==> src/include/mazeLayout.svh <==
`ifndef MAZE_LAYOUT_SVH
`define MAZE_LAYOUT_SVH

// Wall map of the maze, one entry per row, column 0 in bit 0
// Column 28 is the leftmost digit of each row
localparam logic [gridCols-1:0] mazeWalls [gridRows] = '{
    29'b1_1111_1111_1111_1111_1111_1111_1111,
    // Exit opening in the right border
    29'b0_0000_0000_0100_0000_0100_0100_0001,
    29'b1_1111_0111_0101_1101_0101_1101_0101,
    29'b1_0000_0101_0101_0101_0001_0001_0101,
    29'b1_0111_1101_0101_0101_0111_0111_0101,
    29'b1_0000_0100_0100_0101_0100_0001_0101,
    29'b1_0111_0101_1111_0101_1101_1111_0101,
    29'b1_0001_0100_0100_0100_0101_0000_0101,
    29'b1_1101_0111_1101_1111_0101_0111_1101,
    29'b1_0001_0000_0101_0001_0001_0001_0001,
    29'b1_0101_1111_0101_0101_1101_1101_1101,
    29'b1_0100_0100_0101_0100_0100_0100_0101,
    29'b1_0101_0101_1101_0111_0111_0111_0101,
    29'b1_0101_0100_0001_0100_0100_0001_0101,
    29'b1_0101_0111_1111_0101_1111_1111_0101,
    29'b1_0101_0001_0000_0101_0001_0001_0101,
    29'b1_0101_1101_0111_1101_0101_0101_0101,
    29'b1_0001_0101_0001_0100_0101_0100_0101,
    29'b1_1101_0101_1101_0111_1101_0111_1111,
    29'b1_0101_0101_0001_0000_0101_0000_0001,
    29'b1_0101_0111_0111_0101_1101_0111_1101,
    29'b1_0001_0100_0100_0101_0001_0100_0101,
    29'b1_0111_0101_1101_1111_0111_0101_1101,
    29'b1_0000_0001_0000_0001_0100_0001_0001,
    29'b1_1101_1111_1111_1101_0111_1111_0101,
    29'b1_0101_0000_0000_0001_0100_0001_0101,
    29'b1_0101_1101_1111_1101_0101_1101_0101,
    // Start row, player begins in column 1
    29'b1_0000_0001_0000_0001_0001_0000_0101,
    29'b1_1111_1111_1111_1111_1111_1111_1111
};

`endif

==> src/design/mazePkg.sv <==
package mazePkg;

    // ------------------------------------------------------------------------
    // Maze grid
    // ------------------------------------------------------------------------
    localparam int gridRows = 29;
    localparam int gridCols = 29;

    typedef logic [4:0] tileCoord;

    typedef struct packed {
        tileCoord row;
        tileCoord col;
    } playerPos;

    localparam playerPos startPos = '{row: 5'd27, col: 5'd1};
    localparam playerPos exitPos = '{row: 5'd1, col: 5'd28};

    // ------------------------------------------------------------------------
    // VGA timing, 640x480 inside an 800x521 frame
    // ------------------------------------------------------------------------
    typedef logic [9:0] pixelCount;

    localparam int hPixels = 800;
    localparam int vLines = 521;
    localparam int hPulse = 96;
    localparam int vPulse = 2;
    localparam int hBackPorchEnd = 144;
    localparam int hFrontPorchStart = 784;
    localparam int vBackPorchEnd = 31;
    localparam int vFrontPorchStart = 511;

    // Tile size in pixels, the remainder of the active area stays black
    localparam int tileWidth = (hFrontPorchStart - hBackPorchEnd) / gridCols;
    localparam int tileHeight = (vFrontPorchStart - vBackPorchEnd) / gridRows;

    typedef logic [2:0] colorChannel;

    typedef struct packed {
        colorChannel red;
        colorChannel green;
        colorChannel blue;
    } rgbColor;

    typedef enum logic [1:0] {tileFloor, tileWall, tilePlayer, tileExit} tileKind;

    `include "mazeLayout.svh"

endpackage

==> src/design/pixelTiming.sv <==
`timescale 1ns/1ps

module pixelTiming import mazePkg::*; #(
    parameter int PIXEL_DIV = 4
) (
    input  logic      clk,
    input  logic      btnR,
    output logic      pixelTick,
    output pixelCount hCount,
    output pixelCount vCount,
    output logic      hSyncRaw,
    output logic      vSyncRaw
);

    localparam int divWidth = (PIXEL_DIV > 1) ? $clog2(PIXEL_DIV) : 1;

    logic [divWidth-1:0] divCount;

    // ------------------------------------------------------------------------
    // Pixel clock enable
    // ------------------------------------------------------------------------
    always_ff @(posedge clk or posedge btnR) begin
        if (btnR) begin
            divCount <= '0;
        end else if (pixelTick) begin
            divCount <= '0;
        end else begin
            divCount <= divCount + 1'b1;
        end
    end

    assign pixelTick = (divCount == PIXEL_DIV - 1);

    // ------------------------------------------------------------------------
    // Screen position
    // ------------------------------------------------------------------------
    always_ff @(posedge clk or posedge btnR) begin
        if (btnR) begin
            hCount <= '0;
            vCount <= '0;
        end else if (pixelTick) begin
            if (hCount == hPixels - 1) begin
                hCount <= '0;
                // End of line, so move down or wrap to the top of the frame
                if (vCount == vLines - 1) begin
                    vCount <= '0;
                end else begin
                    vCount <= vCount + 1'b1;
                end
            end else begin
                hCount <= hCount + 1'b1;
            end
        end
    end

    // Active low pulses at the start of each line and frame
    assign hSyncRaw = (hCount >= hPulse);
    assign vSyncRaw = (vCount >= vPulse);

endmodule

==> src/design/tileMapper.sv <==
`timescale 1ns/1ps

module tileMapper import mazePkg::*; (
    input  logic      clk,
    input  logic      btnR,
    input  logic      pixelTick,
    input  pixelCount hCount,
    input  pixelCount vCount,
    output tileCoord  tileRow,
    output tileCoord  tileCol,
    output logic      inTile
);

    localparam int hTileEnd = hBackPorchEnd + gridCols * tileWidth;
    localparam int vTileEnd = vBackPorchEnd + gridRows * tileHeight;

    logic [$clog2(tileWidth)-1:0]  subCol;
    logic [$clog2(tileHeight)-1:0] subRow;
    logic                          hInBand;
    logic                          vInBand;
    logic                          lineEnd;

    assign hInBand = (hCount >= hBackPorchEnd) && (hCount < hTileEnd);
    assign vInBand = (vCount >= vBackPorchEnd) && (vCount < vTileEnd);
    assign inTile = hInBand && vInBand;
    assign lineEnd = pixelTick && (hCount == hPixels - 1);

    // Column tracks the pixel the counter moves to on this tick
    always_ff @(posedge clk or posedge btnR) begin
        if (btnR) begin
            subCol <= '0;
            tileCol <= '0;
        end else if (pixelTick) begin
            if (hCount == hBackPorchEnd - 1) begin
                subCol <= '0;
                tileCol <= '0;
            end else if (hInBand) begin
                if (subCol == tileWidth - 1) begin
                    subCol <= '0;
                    tileCol <= tileCol + 1'b1;
                end else begin
                    subCol <= subCol + 1'b1;
                end
            end
        end
    end

    // Row steps once per line
    always_ff @(posedge clk or posedge btnR) begin
        if (btnR) begin
            subRow <= '0;
            tileRow <= '0;
        end else if (lineEnd) begin
            if (vCount == vBackPorchEnd - 1) begin
                subRow <= '0;
                tileRow <= '0;
            end else if (vInBand) begin
                if (subRow == tileHeight - 1) begin
                    subRow <= '0;
                    tileRow <= tileRow + 1'b1;
                end else begin
                    subRow <= subRow + 1'b1;
                end
            end
        end
    end

endmodule

==> src/design/playerControl.sv <==
`timescale 1ns/1ps

module playerControl import mazePkg::*; #(
    parameter int STEP_CYCLES = 100_000_000
) (
    input  logic     clk,
    input  logic     btnR,
    input  logic     moveLeft,
    input  logic     moveRight,
    input  logic     moveUp,
    input  logic     moveDown,
    output playerPos position,
    output logic     won
);

    localparam int stepWidth = (STEP_CYCLES > 1) ? $clog2(STEP_CYCLES) : 1;

    logic [stepWidth-1:0] stepCount;
    logic                 stepStrobe;
    playerPos             target;
    logic                 targetOpen;

    // ------------------------------------------------------------------------
    // Step rate
    // ------------------------------------------------------------------------
    always_ff @(posedge clk or posedge btnR) begin
        if (btnR) begin
            stepCount <= '0;
        end else if (stepStrobe) begin
            stepCount <= '0;
        end else begin
            stepCount <= stepCount + 1'b1;
        end
    end

    assign stepStrobe = (stepCount == STEP_CYCLES - 1);

    // ------------------------------------------------------------------------
    // Move rules
    // ------------------------------------------------------------------------

    // One direction per step, left wins over right, up and down
    always_comb begin
        target = position;
        if (moveLeft) begin
            target.col = position.col - 1'b1;
        end else if (moveRight) begin
            target.col = position.col + 1'b1;
        end else if (moveUp) begin
            target.row = position.row - 1'b1;
        end else if (moveDown) begin
            target.row = position.row + 1'b1;
        end
    end

    // Stepping off column 0 wraps the index high, caught by the grid bound
    assign targetOpen = (target.row < gridRows) && (target.col < gridCols)
                     && (target.row != 0) && (target.col != 0)
                     && (target.row != gridRows - 1)
                     && !mazeWalls[target.row][target.col];

    always_ff @(posedge clk or posedge btnR) begin
        if (btnR) begin
            position <= startPos;
            won <= 1'b0;
        end else if (stepStrobe && targetOpen) begin
            position <= target;
            // Sticky until the next reset
            if (target == exitPos) begin
                won <= 1'b1;
            end
        end
    end

endmodule

==> src/design/pixelRenderer.sv <==
`timescale 1ns/1ps

module pixelRenderer import mazePkg::*; (
    input  logic     clk,
    input  logic     btnR,
    input  logic     pixelTick,
    input  tileCoord tileRow,
    input  tileCoord tileCol,
    input  logic     inTile,
    input  playerPos position,
    input  logic     won,
    input  logic     hSyncRaw,
    input  logic     vSyncRaw,
    output rgbColor  color,
    output logic     hSync,
    output logic     vSync
);

    localparam rgbColor colorBlack = '{red: 3'b000, green: 3'b000, blue: 3'b000};
    localparam rgbColor colorWhite = '{red: 3'b111, green: 3'b111, blue: 3'b111};
    localparam rgbColor colorMint = '{red: 3'b101, green: 3'b111, blue: 3'b011};
    localparam rgbColor colorYellow = '{red: 3'b111, green: 3'b111, blue: 3'b000};
    localparam rgbColor colorGreen = '{red: 3'b000, green: 3'b111, blue: 3'b000};

    playerPos here;
    tileKind  kind;
    rgbColor  nextColor;

    assign here = '{row: tileRow, col: tileCol};

    // Exit and player are drawn over the wall map
    always_comb begin
        if (here == exitPos) begin
            kind = tileExit;
        end else if (here == position) begin
            kind = tilePlayer;
        end else if (inTile && mazeWalls[tileRow][tileCol]) begin
            kind = tileWall;
        end else begin
            kind = tileFloor;
        end
    end

    always_comb begin
        nextColor = colorBlack;
        if (inTile) begin
            case (kind)
                tileFloor:  nextColor = won ? colorMint : colorWhite;
                tileWall:   nextColor = colorBlack;
                tilePlayer: nextColor = colorYellow;
                tileExit:   nextColor = colorGreen;
            endcase
        end
    end

    // Color and syncs leave on the same tick so they stay aligned
    always_ff @(posedge clk or posedge btnR) begin
        if (btnR) begin
            color <= colorBlack;
            hSync <= 1'b1;
            vSync <= 1'b1;
        end else if (pixelTick) begin
            color <= nextColor;
            hSync <= hSyncRaw;
            vSync <= vSyncRaw;
        end
    end

endmodule

==> src/design/mazeTop.sv <==
`timescale 1ns/1ps

module mazeTop import mazePkg::*; #(
    parameter int PIXEL_DIV = 4,
    parameter int STEP_CYCLES = 100_000_000
) (
    input  logic     clk,
    input  logic     btnR,
    input  logic     moveLeft,
    input  logic     moveRight,
    input  logic     moveUp,
    input  logic     moveDown,
    output logic     hSync,
    output logic     vSync,
    output rgbColor  color,
    output playerPos position,
    output logic     won
);

    logic      pixelTick;
    pixelCount hCount;
    pixelCount vCount;
    logic      hSyncRaw;
    logic      vSyncRaw;
    tileCoord  tileRow;
    tileCoord  tileCol;
    logic      inTile;

    // ------------------------------------------------------------------------
    // Video path
    // ------------------------------------------------------------------------
    pixelTiming #(.PIXEL_DIV(PIXEL_DIV)) timing (
        .clk(clk), .btnR(btnR), .pixelTick(pixelTick),
        .hCount(hCount), .vCount(vCount),
        .hSyncRaw(hSyncRaw), .vSyncRaw(vSyncRaw)
    );

    tileMapper mapper (
        .clk(clk), .btnR(btnR), .pixelTick(pixelTick),
        .hCount(hCount), .vCount(vCount),
        .tileRow(tileRow), .tileCol(tileCol), .inTile(inTile)
    );

    pixelRenderer renderer (
        .clk(clk), .btnR(btnR), .pixelTick(pixelTick),
        .tileRow(tileRow), .tileCol(tileCol), .inTile(inTile),
        .position(position), .won(won),
        .hSyncRaw(hSyncRaw), .vSyncRaw(vSyncRaw),
        .color(color), .hSync(hSync), .vSync(vSync)
    );

    // Game state
    playerControl #(.STEP_CYCLES(STEP_CYCLES)) player (
        .clk(clk), .btnR(btnR),
        .moveLeft(moveLeft), .moveRight(moveRight),
        .moveUp(moveUp), .moveDown(moveDown),
        .position(position), .won(won)
    );

endmodule

==> config.mk <==
export PLATFORM = sky130hd
export DESIGN_NAME = mazeTop
export DESIGN_NICKNAME = d
export VERILOG_FILES = /design/src/design/mazePkg.sv /design/src/design/pixelTiming.sv /design/src/design/tileMapper.sv /design/src/design/playerControl.sv /design/src/design/pixelRenderer.sv /design/src/design/mazeTop.sv
export VERILOG_INCLUDE_DIRS = /design/src /design/src/include
export SDC_FILE = /design/constraint.sdc
export NUM_CORES = 1
export LEC_CHECK = 0
export ABC_AREA = 1
export BUFFER_PORTS_ARGS = -buffer_cell sky130_fd_sc_hd__buf_2
export CAP_MARGIN = 10
export CORE_MARGIN = 1
export CORE_UTILIZATION = 52
export DETAILED_ROUTE_END_ITERATION = 7
export PLACE_DENSITY = 0.69
export SLEW_MARGIN = 10
export SYNTH_ARGS = -nofsm -noshare
export SYNTH_HDL_FRONTEND = slang
export SYNTH_SLANG_ARGS = --single-unit
==> constraint.sdc <==
create_clock -name clk -period 8.1 [get_ports clk]
set_clock_uncertainty 0.1 [all_clocks]
set_input_delay 0 -clock clk [delete_from_list [all_inputs] [get_ports clk]]
set_output_delay 0 -clock clk [all_outputs]
set_load 0.05 [all_outputs]
==> results.cfg <==
[status]
status = completed

[floorplan]
core_um2 = 13300
die_height_um = 119
num_rows = 42
die_area_um2 = 14200
die-width_um = 119
ios = 28
initial_utilization_pct = 53.6

[worst_hold_path]
hp-class = in -> reg
holdPathStages = 7
hold_end = player.position[6]
worstHoldStart = moveDown

[power_and_ir_drop]
totalPowerFinal_w = 0.000913
switchingPower_w = 0.000235
swShare_pct = 25.7
pwr-share-comb_pct = 9.2
power.leakage_nw = 3.73
internal_power_w = 0.000678
p_clk_share_pct = 43.7
ir_drop_v = 0.0000983
seq_power_share_pct = 47.1
cellPowerDensity_nw_per_um2 = 120

[synth]
ys_seq_elements = 86
ys_warn_count = 0
synthMostInstantiatedCell = nand2_1
synth_common_cells = nand2_1 (283), inv_1 (131), nor2_1 (119)
synthArstFlopShare_pct = 100
ys_types = 59
ys_seq_area_share_pct = 30.2
syn_area_per_cell_um2 = 6.58
yosys-top-cells-area = dfrtp_1 (28%), nand2_1 (15%), nand3_1 (7.6%)
synth-main-ff-cell = dfrtp_1
synth_top_area_share_pct = 27.6
syn-num-nets = 1118
syn_area_um2 = 7160
synth_edf_count = 0
synth_top_cell_by_area = dfrtp_1
synthCells = 1088

[clocking]
cts_sinks = 86
htreeDepth = 3
numCtsBuffers = 9
tritoncts = yes
clkSlewWorstSetupHoldPaths_ns = 0.06
cts_buffer_depth = 2
clock_latency_ns = 0.34
cts_root_buf = clkbuf_16

[timing]
finalHoldWorstSlack_ns = 0.208
fmax_mhz = 299
post-route-period-util_pct = 41.3
post-route-min-period_ns = 3.35
final.setup.tns_ns = 0
slew_headroom_pct = 28.1
finalHoldViolCount = 0
worstMarginPinSlew_ns = 1.08
final_max_slew_viol_count = 0
rsz0062_at_grt = no
setup-violations-final = 0

[worst_setup_path]
endpoint_kind = flip-flop
slowest_delay_ns = 0.62
r2r-end = player.position[2]
startpoint = player.position[5]
cp_slowest_cell = dfstp_2
crit_required_ns = 8.28
critPathArrivalTime_ns = 3.52
reg2reg_slack_ns = 4.75
critPathMostFrequentCell = nand2_1
path_class = reg -> reg
crit_fanout = 16
r2r_cells = 21
cp-start-kind = flip-flop
timing.rr.start = player.position[5]
cp_cell_sequence = inv_1 -> ha_1 -> inv_1 -> nand2_1 -> nand3_1 -> nand2_1 -> nand2_2 -> inv_2 -> nand2_1 -> nand2_1 -> nand3_1 -> nand3_1 -> nand2_1 -> inv_1 -> nand2_1 -> nand2_1 -> nand2_1 -> nand3_2 -> nand3_4 -> nand2_1 -> nand2_1

[grt]
grt_pass1_wl_mm = 31.2
grt_max_degree = 87
antenna_found_initial = 0
grt.overflow.total = 0
globalRouteTotalUtil_pct = 26.8
grt_pass1_vias = 6467

[drt]
dr.pass1.iters = 5
vias = 7130
first_iter_violations = 716
routed_wl_mm = 18.2
postRouteAntennaNets = 0
route.detailed.drc = 0
wl_per_cell_um = 14.3
avgViaCountPerCell = 5.60

[layout]
area_growth_pct = 6.40
antennaDiodeCount = 0
nets = 1123
layout.cells.non_filler = 1274
fin_area_um2 = 7620
drive_gt1_share_pct = 9.38

[placed_design]
dp_hpwl_mm = 13.3
routabilityCongestion = 0.965
port_buffers = 27
placed_cell_area_um2 = 7320
dp.cells = 1257

[flow_run]
max_cap_violations = 0
[worst max-delay path: cells and delay by family (launching register included)]
kind / cells / cell delay, ns
fa+ha+maj: 1 / 0.19
buf+inv: 4 / 0.33
flops: 1 / 0.62
simple gates: 16 / 2.04
[power by group through the flow]
| stage | Clock, W | Sequential [W] | Combinational (W) |
|---|---|---|---|
| 5_1_grt | 0.000428 | 0.000429 | 0.0000947 |
| 3_3_place_gp | 0 | 0.000438 | 0.0000827 |
| 3_5_place_dp | 0 | 0.000438 | 0.0000823 |
| 2_1_floorplan | 0 | 0.000438 | 0.0000668 |
| 6_report | 0.000399 | 0.000430 | 0.0000837 |
| 4_1_cts | 0.000407 | 0.000430 | 0.0000830 |
[how the worst max path moves through the flow]
stage                         endpoint  cells past startpoint  slack [ns]
finish              player.position[2]                     21        4.75
global route        player.position[0]                     23        4.39
CTS                 player.position[2]                     21        4.83
detailed placement  player.position[4]                     21        4.86
global placement    player.position[2]                     21        4.81
floorplan           player.position[3]                     21        5.27
[repair_timing]
item | 4_1_cts | 5_1_grt
buffers inserted | 0 | 0
gates resized for setup | 0 | 0
hold buffers | 1 | 0
endpoints found under the hold margin | 79 | 0
[cell type report]
type                            instances  area (um^2)
Clock buffer                           12          256
Clock inverter                          4         31.3
Fill cell                            1353         5730
Inverter                              146          552
Multi-Input combinational cell        821         4240
Sequential cell                        86         2160
Tap cell                              176          220
Timing Repair Buffer                   29          153
[registers in the layout, summed over array words and instances, names as in the netlist, 2 cells and up]
signal,count
player.stepCount,27
timing.hCount,10
mapper.tileCol,5
mapper.tileRow,5
mapper.subRow,4
renderer.color,5
timing.vCount,10
mapper.subCol,5
timing.divCount,2
player.position,10
[cells by family after synthesis]
logic type / share of synthesized area [%]
flip-flops: 30.2
AO/OA/AOI/OAI: 11.7
buffers and inverters: 10.5
AND/OR/NAND/NOR: 40.5
XOR/XNOR: 2.92
adder cells (fa/ha/maj): 4.20
[through the flow]
stage,setup slack [ns],utilization (%)
after floorplan,5.27,-
after global placement,4.81,54.8
after detailed placement,4.86,54.8
after CTS,4.83,57.1
after global routing,4.39,57.1
final,4.75,57.1
[cells in the final DEF, fill, tap and decap left out, drive strengths merged, types with 2 or more instances in the layout]
cell type  Yosys  final
dfstp          7      7
dfrtp         79     79
nand2        295    295
nor4           9      9
a21oi         41     41
o211ai         8      8
xnor2          2      2
and3           2      2
o2111ai        2      2
nand3b         8      8
nor3b          6      6
a41oi          2      2
o32ai          2      2
a21boi         2      2
o21a           6      6
nand4         28     28
clkinv         2      4
nor2         128    128
xor2          21     21
clkinvlp       0      3
a211oi         2      2
a31oi          3      3
clkbuf        16     12
inv          144    143
buf           19     28
o221ai         2      2
nor3          40     40
nand3        114    114
o21ai         63     63
ha            24     24
o31ai          3      3
[metal layers]
metal | up-vias | share of wire [%] | track usage, %
li1 | 3572 | - | -
met5 | - | 0 | 0
met3 | 29 | 5.7 | 4.41
met2 | 233 | 45 | 42.2
met1 | 3296 | 48 | 38.2
met4 | 0 | 1.4 | 6.64
Power figures use the tool's default switching activity.
